## config.mk

```make
export PLATFORM = sky130hd
export DESIGN_NAME = rbz_top
export DESIGN_NICKNAME = d
export VERILOG_FILES = /design/src/rbz_pkg.sv /design/src/vga_sync.sv /design/src/trace_regs.sv /design/src/trace_fifo.sv /design/src/line_render.sv /design/src/rbz_top.sv
export SDC_FILE = /design/constraint.sdc
export NUM_CORES = 1
export LEC_CHECK = 0
export BUFFER_PORTS_ARGS = -buffer_cell sky130_fd_sc_hd__buf_4
export CORE_MARGIN = 2
export CORE_UTILIZATION = 55
export CTS_CLUSTER_DIAMETER = 200
export DETAILED_ROUTE_END_ITERATION = 8
export PLACE_DENSITY_LB_ADDON = 0.12
export SETUP_SLACK_MARGIN = 0.1
export SYNTH_ARGS = -nofsm -noshare
export SYNTH_HDL_FRONTEND = slang
export SYNTH_SLANG_ARGS = --single-unit
```

## constraint.sdc

```tcl
create_clock -name clk -period 3.2 [get_ports clk]
set_input_delay 0.16 -clock clk [delete_from_list [all_inputs] [get_ports clk]]
set_output_delay 0.16 -clock clk [all_outputs]
set_load 0.02 [all_outputs]
```

## src/rbz_pkg.sv

```systemverilog
`default_nettype none

package rbz_pkg;

  // Horizontal timing in pixels, one pixel per clk
  localparam int H_VIEW       = 640;
  localparam int H_TOTAL      = 800;
  localparam int H_SYNC_START = 656;
  localparam int H_SYNC_END   = 751;

  // Vertical timing in lines
  localparam int V_VIEW       = 480;
  localparam int V_TOTAL      = 525;
  localparam int V_SYNC_START = 490;
  localparam int V_SYNC_END   = 491;

  localparam int HALF_SIZE    = H_VIEW / 2;  // Screen centre, wall spans grow out from here

  localparam int FIFO_DEPTH   = 4;
  localparam int FIFO_PTR_W   = $clog2(FIFO_DEPTH);

  typedef logic        [9:0]  pos_t;      // Pixel or line counter
  typedef logic        [10:0] size_t;     // Wall half-size in pixels
  typedef logic        [5:0]  tex_t;      // Texture u or v
  typedef logic signed [15:0] fixed_t;    // 8.8 signed fixed point
  typedef logic        [5:0]  rgb_t;      // RRGGBB
  typedef logic        [2:0]  lvl_t;      // FIFO fill, 0 to FIFO_DEPTH
  typedef logic        [3:0]  apb_addr_t;
  typedef logic        [31:0] apb_data_t;

  // One traced column result, drawn over a whole line
  typedef struct packed {
    logic   side;       // Set for the darker wall face
    size_t  size;
    tex_t   texu;
    fixed_t texa;       // Texture v step per pixel
    fixed_t tex_vinit;  // Texture v offset at span start
  } trace_rec_t;

  typedef struct packed {
    logic      psel;
    logic      penable;
    logic      pwrite;
    apb_addr_t paddr;
    apb_data_t pwdata;
  } apb_req_t;

  typedef struct packed {
    apb_data_t prdata;
    logic      pready;
    logic      pslverr;
  } apb_rsp_t;

  typedef enum logic [1:0] {IDLE, ACCESS, STALL} regs_st_e;

  // Register map
  localparam apb_addr_t REG_GEOM  = 4'h0;  // size[10:0], texu[21:16], side[24]
  localparam apb_addr_t REG_TEXA  = 4'h4;
  localparam apb_addr_t REG_VINIT = 4'h8;
  localparam apb_addr_t REG_CTRL  = 4'hC;  // Write commits, read gives level

  // Background halves
  localparam rgb_t BG_LEFT  = 6'b101010;
  localparam rgb_t BG_RIGHT = 6'b010101;

endpackage

`default_nettype wire

```

## src/vga_sync.sv

```systemverilog
`default_nettype none

module vga_sync (
  input  wire           clk,
  input  wire           i_rst_n,
  output rbz_pkg::pos_t o_hpos,
  output rbz_pkg::pos_t o_vpos,
  output logic          o_hsync,
  output logic          o_vsync,
  output logic          o_visible,
  output logic          o_line_end
);
  import rbz_pkg::*;

  pos_t hcnt;  // Pixel within line
  pos_t vcnt;  // Line within frame
  logic frame_end;

  assign o_line_end = (hcnt == pos_t'(H_TOTAL - 1));
  assign frame_end  = (vcnt == pos_t'(V_TOTAL - 1));

  // Free-running raster counters
  always_ff @(posedge clk) begin
    if (!i_rst_n) begin
      hcnt <= '0;
      vcnt <= '0;
    end else if (o_line_end) begin
      hcnt <= '0;
      vcnt <= frame_end ? '0 : vcnt + 1'b1;  // Wrap at bottom of frame
    end else begin
      hcnt <= hcnt + 1'b1;
    end
  end

  // Sync pulses decoded straight from the counters so they line up with hpos/vpos
  assign o_hsync   = (hcnt >= pos_t'(H_SYNC_START)) && (hcnt <= pos_t'(H_SYNC_END));
  assign o_vsync   = (vcnt >= pos_t'(V_SYNC_START)) && (vcnt <= pos_t'(V_SYNC_END));
  assign o_visible = (hcnt < pos_t'(H_VIEW)) && (vcnt < pos_t'(V_VIEW));

  assign o_hpos = hcnt;
  assign o_vpos = vcnt;

  // Counters never leave the 800x525 frame
  a_cnt_range: assert property (@(posedge clk) disable iff (!i_rst_n)
    (hcnt < pos_t'(H_TOTAL)) && (vcnt < pos_t'(V_TOTAL)));

endmodule

`default_nettype wire

```

## src/trace_regs.sv

```systemverilog
`default_nettype none

module trace_regs (
  input  wire                 clk,
  input  wire                 i_rst_n,
  input  wire rbz_pkg::apb_req_t i_apb,
  output rbz_pkg::apb_rsp_t   o_apb,
  input  wire                 i_full,
  input  wire rbz_pkg::lvl_t  i_level,
  output logic                o_push,
  output rbz_pkg::trace_rec_t o_rec
);
  import rbz_pkg::*;

  regs_st_e   state;
  regs_st_e   state_nx;
  trace_rec_t staged;     // Record being built by the host
  apb_data_t  rdata;
  logic       access;     // Access phase of a transfer
  logic       addr_ok;
  logic       is_commit;  // Write to REG_CTRL
  logic       pready;
  logic       wr_en;

  assign access    = i_apb.psel && i_apb.penable;
  assign addr_ok   = (i_apb.paddr == REG_GEOM) || (i_apb.paddr == REG_TEXA) ||
                     (i_apb.paddr == REG_VINIT) || (i_apb.paddr == REG_CTRL);
  assign is_commit = access && i_apb.pwrite && (i_apb.paddr == REG_CTRL);

  // Transfer FSM, commit waits in STALL while the FIFO is full
  always_comb begin
    state_nx = state;
    pready   = 1'b0;
    case (state)
      IDLE: if (i_apb.psel && !i_apb.penable) state_nx = ACCESS;  // Setup phase seen
      ACCESS: begin
        if (access) begin
          if (is_commit && i_full) begin
            state_nx = STALL;  // Hold off host
          end else begin
            pready   = 1'b1;
            state_nx = IDLE;
          end
        end
      end
      STALL: begin
        if (access && !i_full) begin  // Space freed by a pop
          pready   = 1'b1;
          state_nx = IDLE;
        end
      end
      default: state_nx = IDLE;
    endcase
  end

  always_ff @(posedge clk) begin
    if (!i_rst_n) state <= IDLE;
    else          state <= state_nx;
  end

  assign wr_en  = pready && i_apb.pwrite && addr_ok;
  assign o_push = pready && is_commit;  // Push lands in the completing cycle

  // Staged record fields
  always_ff @(posedge clk) begin
    if (!i_rst_n) begin
      staged <= '0;
    end else if (wr_en) begin
      case (i_apb.paddr)
        REG_GEOM: begin
          staged.size <= i_apb.pwdata[10:0];
          staged.texu <= i_apb.pwdata[21:16];
          staged.side <= i_apb.pwdata[24];
        end
        REG_TEXA:  staged.texa      <= i_apb.pwdata[15:0];
        REG_VINIT: staged.tex_vinit <= i_apb.pwdata[15:0];
        default: ;  // CTRL write only commits
      endcase
    end
  end

  // Read mux
  always_comb begin
    case (i_apb.paddr)
      REG_GEOM:  rdata = {7'b0, staged.side, 2'b0, staged.texu, 5'b0, staged.size};
      REG_TEXA:  rdata = {16'b0, staged.texa};
      REG_VINIT: rdata = {16'b0, staged.tex_vinit};
      REG_CTRL:  rdata = {29'b0, i_level};
      default:   rdata = '0;
    endcase
  end

  assign o_apb = '{prdata: rdata, pready: pready, pslverr: pready && !addr_ok};
  assign o_rec = staged;

  a_pready_access: assert property (@(posedge clk) disable iff (!i_rst_n)
    o_apb.pready |-> (i_apb.psel && i_apb.penable));
  a_push_not_full: assert property (@(posedge clk) disable iff (!i_rst_n)
    o_push |-> !i_full);

endmodule

`default_nettype wire

```

## src/trace_fifo.sv

```systemverilog
`default_nettype none

module trace_fifo (
  input  wire                     clk,
  input  wire                     i_rst_n,
  input  wire                     i_push,
  input  wire rbz_pkg::trace_rec_t i_rec,
  input  wire                     i_pop,
  output rbz_pkg::trace_rec_t     o_head,
  output logic                    o_valid,
  output logic                    o_full,
  output rbz_pkg::lvl_t           o_level
);
  import rbz_pkg::*;

  trace_rec_t            mem [FIFO_DEPTH];
  logic [FIFO_PTR_W-1:0] wr_ptr;
  logic [FIFO_PTR_W-1:0] rd_ptr;
  lvl_t                  level;

  // Record storage
  always_ff @(posedge clk) begin
    if (i_push) mem[wr_ptr] <= i_rec;
  end

  // Pointers wrap naturally at the power-of-two depth
  always_ff @(posedge clk) begin
    if (!i_rst_n) begin
      wr_ptr <= '0;
      rd_ptr <= '0;
      level  <= '0;
    end else begin
      if (i_push) wr_ptr <= wr_ptr + 1'b1;
      if (i_pop)  rd_ptr <= rd_ptr + 1'b1;
      case ({i_push, i_pop})
        2'b10:   level <= level + 1'b1;
        2'b01:   level <= level - 1'b1;
        default: level <= level;  // Both or neither
      endcase
    end
  end

  assign o_head  = mem[rd_ptr];
  assign o_valid = (level != '0);
  assign o_full  = (level == lvl_t'(FIFO_DEPTH));
  assign o_level = level;

  a_no_overflow: assert property (@(posedge clk) disable iff (!i_rst_n)
    i_push |-> !o_full);
  a_no_underflow: assert property (@(posedge clk) disable iff (!i_rst_n)
    i_pop |-> o_valid);

endmodule

`default_nettype wire

```

## src/line_render.sv

```systemverilog
`default_nettype none

module line_render (
  input  wire                     clk,
  input  wire                     i_rst_n,
  input  wire rbz_pkg::pos_t      i_hpos,
  input  wire                     i_visible,
  input  wire                     i_line_end,
  input  wire rbz_pkg::trace_rec_t i_head,
  input  wire                     i_valid,
  output logic                    o_pop,
  output rbz_pkg::rgb_t           o_rgb
);
  import rbz_pkg::*;

  trace_rec_t         act;      // Record drawn on the current line
  fixed_t             tex_acc;  // Texture v accumulator
  fixed_t             tex_sum;
  tex_t               texv;
  tex_t               texel;
  rgb_t               wall_rgb;
  rgb_t               bg_rgb;
  logic signed [12:0] span_lo;  // Can go negative for tall walls
  logic signed [12:0] span_hi;
  logic signed [12:0] hpos_s;
  logic               wall_en;

  // Take next record only when one is waiting
  assign o_pop = i_line_end && i_valid;

  // Latch record at line end and restart the v scan
  always_ff @(posedge clk) begin
    if (!i_rst_n) begin
      act     <= '0;  // Size 0 means no wall
      tex_acc <= '0;
    end else if (i_line_end) begin
      tex_acc <= '0;
      if (i_valid) act <= i_head;  // Otherwise keep last record
    end else begin
      tex_acc <= tex_acc + act.texa;
    end
  end

  // v offset by the start value, then 64 texels over 512 pixels at unit step
  assign tex_sum = tex_acc + act.tex_vinit;
  assign texv    = tex_sum[8:3];

  // Span around the screen centre
  assign hpos_s  = $signed({3'b000, i_hpos});
  assign span_lo = $signed(13'(HALF_SIZE)) - $signed({2'b00, act.size});
  assign span_hi = $signed(13'(HALF_SIZE)) + $signed({2'b00, act.size});
  assign wall_en = (hpos_s >= span_lo) && (hpos_s < span_hi);

  // XOR pattern texture
  assign texel = act.texu ^ texv;

  always_comb begin
    if (act.side) begin
      // Halve each 2-bit channel for the shaded face
      wall_rgb = {1'b0, texel[5], 1'b0, texel[3], 1'b0, texel[1]};
    end else begin
      wall_rgb = texel;
    end
  end

  assign bg_rgb = (i_hpos < pos_t'(HALF_SIZE)) ? BG_LEFT : BG_RIGHT;

  // Final pixel mux
  always_comb begin
    if (!i_visible)   o_rgb = '0;  // Blanking
    else if (wall_en) o_rgb = wall_rgb;
    else              o_rgb = bg_rgb;
  end

endmodule

`default_nettype wire

```

## src/rbz_top.sv

```systemverilog
`default_nettype none

module rbz_top (
  input  wire                   clk,
  input  wire                   i_rst_n,
  input  wire rbz_pkg::apb_req_t i_apb,
  output rbz_pkg::apb_rsp_t     o_apb,
  output logic                  o_hsync_n,
  output logic                  o_vsync_n,
  output rbz_pkg::rgb_t         o_rgb,
  output rbz_pkg::pos_t         o_hpos,
  output rbz_pkg::pos_t         o_vpos
);
  import rbz_pkg::*;

  logic       hsync;
  logic       vsync;
  logic       visible;
  logic       line_end;
  logic       push;
  logic       pop;
  logic       full;
  logic       valid;
  lvl_t       level;
  trace_rec_t push_rec;  // Producer to FIFO
  trace_rec_t head_rec;  // FIFO to renderer

  vga_sync vga_sync_inst (
    .clk        (clk),
    .i_rst_n    (i_rst_n),
    .o_hpos     (o_hpos),
    .o_vpos     (o_vpos),
    .o_hsync    (hsync),
    .o_vsync    (vsync),
    .o_visible  (visible),
    .o_line_end (line_end)
  );

  trace_regs trace_regs_inst (
    .clk     (clk),
    .i_rst_n (i_rst_n),
    .i_apb   (i_apb),
    .o_apb   (o_apb),
    .i_full  (full),
    .i_level (level),
    .o_push  (push),
    .o_rec   (push_rec)
  );

  trace_fifo trace_fifo_inst (
    .clk     (clk),
    .i_rst_n (i_rst_n),
    .i_push  (push),
    .i_rec   (push_rec),
    .i_pop   (pop),
    .o_head  (head_rec),
    .o_valid (valid),
    .o_full  (full),
    .o_level (level)
  );

  line_render line_render_inst (
    .clk        (clk),
    .i_rst_n    (i_rst_n),
    .i_hpos     (o_hpos),
    .i_visible  (visible),
    .i_line_end (line_end),
    .i_head     (head_rec),
    .i_valid    (valid),
    .o_pop      (pop),
    .o_rgb      (o_rgb)
  );

  // VGA syncs are active low at the connector
  assign o_hsync_n = ~hsync;
  assign o_vsync_n = ~vsync;

endmodule

`default_nettype wire

```

=== Word level (Yosys, flattened, before mapping) ===
Memory sizes are Yosys's and may differ from the RTL's. A register that Yosys moved wholly into a read port is not among the register bits.
Cells that the tools add are included.

* Bits in registers: 95
* Latch bits: 0
* RAM bits: 200
* Memory bits (read-only): 0
* Bits of input ports: 41
* Output and inout port bits: 62
* Logic and storage cells: 99
* Memories: 1

* $add $sub $neg: 10
* $mul: 0
* Divide/modulo/power cells: 0
* Magnitude comparators: 9
* Equal/unequal tests: 13
* Shifts and indexed selects: 0
* Mux-type cells: 18
* Bitwise gates (word level): 4
* Reduce and logical (&&, ||, !) cells: 32

{| class="wikitable"
|+ Memories
! name !! depth !! bits a word !! rd ports !! clocked after Yosys merged registers in !! wr ports !! RTL line !! RTL
|-
| trace_fifo_inst.mem || 4 || 50 || 1 || 1 || 1 || trace_fifo.sv:16 || <nowiki>trace_rec_t mem [FIFO_DEPTH];</nowiki>
|}

{| class="wikitable"
|+ Operator list
! kind !! number
|-
| 25-bit one-hot mux with 4 select lines || 1
|-
| 6-bit two-way mux || 4
|-
| 10-bit by 1-bit adder with 10-bit output, second input constant || 2
|-
| 10-bit == test, second input constant || 2
|-
| 10-bit by 9-bit less-than comparator with 1-bit output, second input constant || 2
|-
| 16-bit adder || 1
|-
| 1-bit logical AND || 15
|-
| 11-bit by 13-bit greater-or-equal comparator with 1-bit output || 1
|-
| 11-bit by 13-bit less-than comparator with 1-bit output || 1
|-
| 9-bit by 11-bit adder with 12-bit output, first input constant || 1
|-
| 9-bit by 11-bit subtractor with 12-bit output, first input constant || 1
|-
| 10-bit greater-or-equal comparator, second input constant || 1
|-
| 10-bit by 9-bit greater-or-equal comparator with 1-bit output, second input constant || 1
|-
| 10-bit <= comparator, second input constant || 1
|-
| 10-bit by 9-bit <= comparator with 1-bit output, second input constant || 1
|-
| 10-bit less-than comparator, second input constant || 1
|-
| 10-bit two-way mux || 1
|-
| 9-bit adder || 1
|-
| 4-bit == test, second input constant || 2
|-
| 2-bit two-way mux || 4
|-
| 2-bit AND reduction || 4
|-
| 2-bit by 1-bit inequality test with 1-bit output, second input constant || 3
|-
| 2-bit one-hot mux with 3 select lines || 1
|-
| 3-bit one-hot mux with 2 select lines || 1
|-
| other kinds (19) || 33
|}

=== Logic depth before layout (Yosys ltp) ===
* Word-level depth: 10
* Mapped depth: 14
* Depth with buffers taken out: 13

=== Cells and area by module ===
A second synthesis with hierarchy kept.

* Cells, all modules: 1083
* Area, all modules: 14468.9 um^2

{| class="wikitable"
|+ By module, submodules not included
! module !! instances !! cells an instance !! area each (um^2) !! sequential area each (um^2)
|-
| trace_fifo || 1 || 308 || 7723.7 || 6185.9
|-
| line_render || 1 || 357 || 2954.1 || 900.9
|-
| trace_regs || 1 || 290 || 2715.1 || 1041.0
|-
| vga_sync || 1 || 126 || 1068.5 || 400.4
|-
| rbz_top || 1 || 2 || 7.5 || 0.0
|}

=== Least setup slack after synthesis ===
No wires, ideal clock.

* Path type: register to register
* Start point: register vga_sync_inst.hcnt[1], in the netlist vga_sync_inst.o_hpos[1]
* End point: register trace_fifo_inst.level[2], in the netlist trace_fifo_inst.o_level[2]
* Setup time: 76 ps
* Arrival: 3000 ps
* Required time: 3124 ps
* Path slack: 124 ps
* Stages on the path, launching flop included: 15
* Path buffers: 3
* Period minus slack after synthesis: 3076 ps
* Cells stage by stage: dfxtp_1 -> ha_1 -> and4_1 -> and3_1 -> buf_2 -> o31ai_1 -> inv_2 -> buf_2 -> buf_2 -> ha_1 -> inv_1 -> fa_1 -> xor2_1 -> or3_1 -> a21boi_0

* Longest elaborated chain between the ends: 4
* Elaborated cells between the ends (all ways): 6
* Those cells by class: 3 x eq/ne; 1 x mux; 2 x reduce/logical

{| class="wikitable"
|+ Ends and longest elaborated chain
! element !! RTL line !! RTL
|-
| from (decl) || vga_sync.sv:15 || <nowiki>pos_t hcnt;</nowiki>
|-
| from (signal assigned) || vga_sync.sv:31 || <nowiki>hcnt <= hcnt + 1'b1;</nowiki>
|-
| 10-bit == test * || vga_sync.sv:19 || <nowiki>assign o_line_end = (hcnt == pos_t'(H_TOTAL - 1));</nowiki>
|-
| 1-bit logical AND * || line_render.sv:29 || <nowiki>assign o_pop = i_line_end && i_valid;</nowiki>
|-
| named net line_render_inst.o_pop || line_render.sv:11 || <nowiki>output logic o_pop,</nowiki>
|-
| 2-bit by 1-bit == test with 1-bit output or 2-bit == test (tied branches) || trace_fifo.sv:35 || <nowiki>case ({i_push, i_pop})</nowiki>
|-
| 3-bit one-hot mux with 2 select lines or 2-bit nonzero test (tied branches) || -- ||
|-
| to (signal assigned) || trace_fifo.sv:36 || <nowiki>2'b10: level <= level + 1'b1;</nowiki>
|-
| to (signal assigned) || trace_fifo.sv:37 || <nowiki>2'b01: level <= level - 1'b1;</nowiki>
|-
| to (signal assigned) || trace_fifo.sv:38 || <nowiki>default: level <= level;</nowiki>
|-
| to (decl) || trace_fifo.sv:19 || <nowiki>lvl_t level;</nowiki>
|}

The timed path passes the listed nets; every way through them passes the cells marked *.
A chain may end at the register's enable or synchronous reset.

=== Worst setup path in the final report ===
* Start point: register line_render_inst.act[45] (netlist bit)
* End point: output o_rgb[3]

* Longest elaborated chain between the ends: 5
* Elaborated cells between the ends (all ways): 7
* Those cells by class: 2 x add/sub; 2 x order compare; 2 x mux; 1 x reduce/logical

{| class="wikitable"
|+ Ends and longest elaborated chain
! element !! RTL line !! RTL
|-
| from (decl) || line_render.sv:16 || <nowiki>trace_rec_t act;</nowiki>
|-
| from (signal assigned) || line_render.sv:38 || <nowiki>if (i_valid) act <= i_head;</nowiki>
|-
| 9-bit by 11-bit subtractor with 12-bit output or 9-bit by 11-bit adder with 12-bit output (tied branches) || line_render.sv:50, line_render.sv:51 ||
|-
| 11-bit by 13-bit greater-or-equal comparator with 1-bit output or 11-bit by 13-bit less-than comparator with 1-bit output (tied branches) || line_render.sv:52 || <nowiki>assign wall_en = (hpos_s >= span_lo) && (hpos_s < span_hi);</nowiki>
|-
| 1-bit logical AND * || line_render.sv:52 ||
|-
| 6-bit two-way mux * || line_render.sv:71 || <nowiki>else if (wall_en) o_rgb = wall_rgb;</nowiki>
|-
| 6-bit two-way mux * || line_render.sv:70 || <nowiki>if (!i_visible) o_rgb = '0;</nowiki>
|-
| to (decl) || rbz_top.sv:10 || <nowiki>output rbz_pkg::rgb_t o_rgb,</nowiki>
|}

Mark *: on every way between the ends. The rest lies on a longest branch, timed or not.

==> metrics.md <==
| Metric | Value |
|---|---|
| Status | finished with violations |
| Failing checks | negative setup slack |
| Ranking of synthesized cells by area | edfxtp_1, dfxtp_1, mux4_2 |
| WL/cell | 18.2 um |
| Final ANT Viol Nets | 0 |
| Die ar. | 0.0232 mm2 |
| Final Hold Viols | 0 |
| Top-count cell post-synth | edfxtp_1 |
| GR Util met2 | 36.4% |
| Number of DRC markers in iteration 0 | 300 |
| Leakage | 5.18 nW |
| RSZ-0062 raised after global routing | yes |
| Routed WL | 25.3 mm |
| #FFs+latches synth | 268 |
| Largest area contributor in the netlist | edfxtp_1 |
| Fmax | 307 MHz |
| IO buf count | 84 |
| CP max-delay cell | a2111oi_4 |
| Cells after synthesis | 965 |
| Setup-failing EPs final | 4 |
| Mapped Avg Cell Area | roughly 13 um2 |
| Most frequent cells after synthesis | edfxtp_1, dfxtp_1, nand2_1, mux2i_1, nor2_1 |
| DRT Pass-1 Iters | 4 |
| Finished Core Util | 65.9% |
| CP Data Arrival Time | 3.10 ns |
| Root buffer cell | clkbuf_16 |
| Unique cell type count in the Yosys netlist | 58 |
| Fillers | 1,652 |
| Clk_lat worst skew | roughly 0.56 ns |
| DP HPWL | 16.2 mm |
| Fin Setup TNS | -0.188 ns |
| Hold Slack | around 0.056 ns |
| Period utilization | 102% |
| Area growth, synth to finish | 18.4% |
| CTS tree | done |
| CP Class | reg -> out |
| Core ar. | about 0.022 mm2 |
| Yosys top cell area share | 35.7% |
| Grt met1 use | 30.0% |
| Critical-path cell list | inv_1 > ha_2 > a41oi_4 > xor2_1 > ha_1 > a2111oi_4 > a211oi_4 > nor3_4 > a22o_1 > buf_6 |
| IO Pins | 103 |
| Antenna violations before repair | 0 |
| Die H | between 150 and 200 um |
| Met3 usage | ~3.5% |
| FFs w/ async S/R, synth | 0% |
| Worst Path Max Fanout | 6 |
| Routability cong. | 0.800 |
| Layout cells sized above 1 | 20.2% |
| First-pass GRT wire length | 40.6 mm |
| DRC errors left | 0 |
| Pin count of the biggest net entering global routing | 61 |
| Vias | 7,572 |
| Final WS setup | -0.0555 ns |
| Drt via density | 5.47 |
| Clock transition at path regs | 0.06 ns |
| Pins Over Slew Limit | 0 |
| CP endpoint kind | primary output |
| Hold Path Class | in -> reg |
| Tmin final | 3.26 ns |
| VDD IR max | between 0.0005 and 0.0006 V |
| Worst reg2reg setup slack | roughly 0.39 ns |
| H-Tree Depth | 1 |
| Total grt overflow | 0 |
| P per Cell Area | 486 mW/mm2 |
| Clock sinks | between 200 and 300 |
| Synth warn | 0 |
| Die width | around 150 um |
| Main synth FF type | edfxtp_1 |
| Worst path bufs/invs | 2 |
| Worst stage delay on the critical path | ~0.4 ns |
| CTS Buf Count | 28 |
| Top delay family on crit path | compound AO/OA/AOI/OAI gates |
| Critical Path Source Type | flip-flop |
| GRT Max-Usage Layer | met2 |
| Final nets | 1,176 |
| Gr usage total | 21.7% |
| Worst EP required | between 3 and 4 ns |
| Vias in the first global route | 7,546 |
| CTS max path bufs | 3 |
| MaxCap Viol Count | 0 |
| Mapped cell area | 0.0121 mm2 |
| Row Count | 54 |
| Initial Utilization | between 50% and 60% |
| Worst Tran Pin Value | 0.858 ns |
| Headroom to the max-slew limit | 42.7% |
| Diode count | 0 |
| Post-synth EDFFs | 144 |
| Layout Skew | roughly 0.035 ns |
| Seq/Total Area, Yosys | 56.2% |
## power by group
part / switching (W) / internal (W)
combinational: 0.000101 / 0.0000954
clock: 0.00131 / 0.00186
sequential: 0.00000648 / 0.00359
total: 0.00142 / 0.00555
## layer usage
| metal | routed length, um | part of all wire (%) | vias up |
|---|---|---|---|
| li1 | - | - | 3685 |
| met1 | 11500 | 45 | 3678 |
| met4 | 646 | 2.6 | 0 |
| met3 | 1250 | 5.0 | 42 |
| met2 | 11900 | 47 | 167 |
| met5 | 0 | 0 | - |
## final timing paths
path,start,end,cells past startpoint
worst min register to register,line_render_inst.act[18],line_render_inst.act[18],2
worst min-delay path,i_apb[38],trace_regs_inst.state[1],4
worst max register to register,trace_fifo_inst.o_level[2],trace_fifo_inst.o_level[2],12
worst max-delay path,line_render_inst.act[45],o_rgb[3],10
## cells in the final DEF, fill, tap and decap left out, types with 4 or more instances in the layout
cell / instances
a211oi_1: 4
a21boi_1: 36
a21o_1: 7
a21oi_1: 22
a22oi_1: 6
and2_1: 25
and3_1: 12
buf_4: 107
clkbuf_16: 28
clkinv_1: 10
clkinv_2: 4
conb_1: 9
dfxtp_1: 118
dlygate4sd3_1: 23
edfxtp_1: 144
ha_1: 48
inv_1: 25
mux2i_1: 61
mux4_2: 39
nand2_1: 88
nand2b_1: 5
nand3_1: 12
nand4_1: 8
nor2_1: 59
nor2b_1: 58
nor3_1: 9
o21ai_0: 9
o21ai_1: 4
xnor2_1: 26
xor2_1: 23
## kinds of logic (layout without fill, tap and decap cells)
family	Yosys count	count (layout)	synth area share (%)
multiplexers	100	100	12.3
XOR/XNOR	51	51	3.69
AND/OR/NAND/NOR	298	298	12.6
buffers and inverters	83	215	3.26
other	1	9	0.0309
AO/OA/AOI/OAI	112	112	6.52
flip-flops	268	268	56.2
adder cells (fa/ha/maj)	52	52	5.49
## per-stage QoR
step,worst slack (ns),instance area (um2),instances,total power [W]
floorplan,0.124,12100,973,0.00378
global placement,0.264,13100,1306,0.00384
detailed placement,0.208,13100,1306,0.00384
CTS,-0.0688,14300,1383,0.00703
global route,-0.216,14300,1385,0.00717
finish,-0.0555,14300,1385,0.00697
## tightest hold or removal path, delay by kind of cell
| family | cells | cell delay (ns) |
|---|---|---|
| and+or+nand+nor | 2 | 0.21 |
| AOI/OAI and AO/OA | 1 | 0.07 |
| buffers and inverters | 1 | 0.12 |
## state kept, by name, indices dropped and copies added (netlist names)
register                  flops
trace_fifo_inst.mem         144
trace_regs_inst.o_rec        50
line_render_inst.act         36
vga_sync_inst.o_hpos         10
vga_sync_inst.o_vpos         10
line_render_inst.tex_acc      9
trace_fifo_inst.o_level       3
trace_fifo_inst.rd_ptr        2
trace_fifo_inst.wr_ptr        2
trace_regs_inst.state         2
## timing repair
item,CTS,global route
setup buffers,2,2
hold buffers,23,0
endpoints found under the setup margin,6,7
pin swaps,8,9
cloned,0,0
endpoints found under the hold margin,50,0
gates resized for setup,18,15
## final cells by class
class	count	area [um2]	area share, %
sequential	268	6820	47.5
inverter	28	105	0.733
multi-input combinational	622	5060	35.2
timing repair buffer	135	1110	7.72
clock inverter	20	180	1.26
clock buffer	32	726	5.06
tap	280	350	2.44
Note: power is estimated with default switching activity, not from simulation.
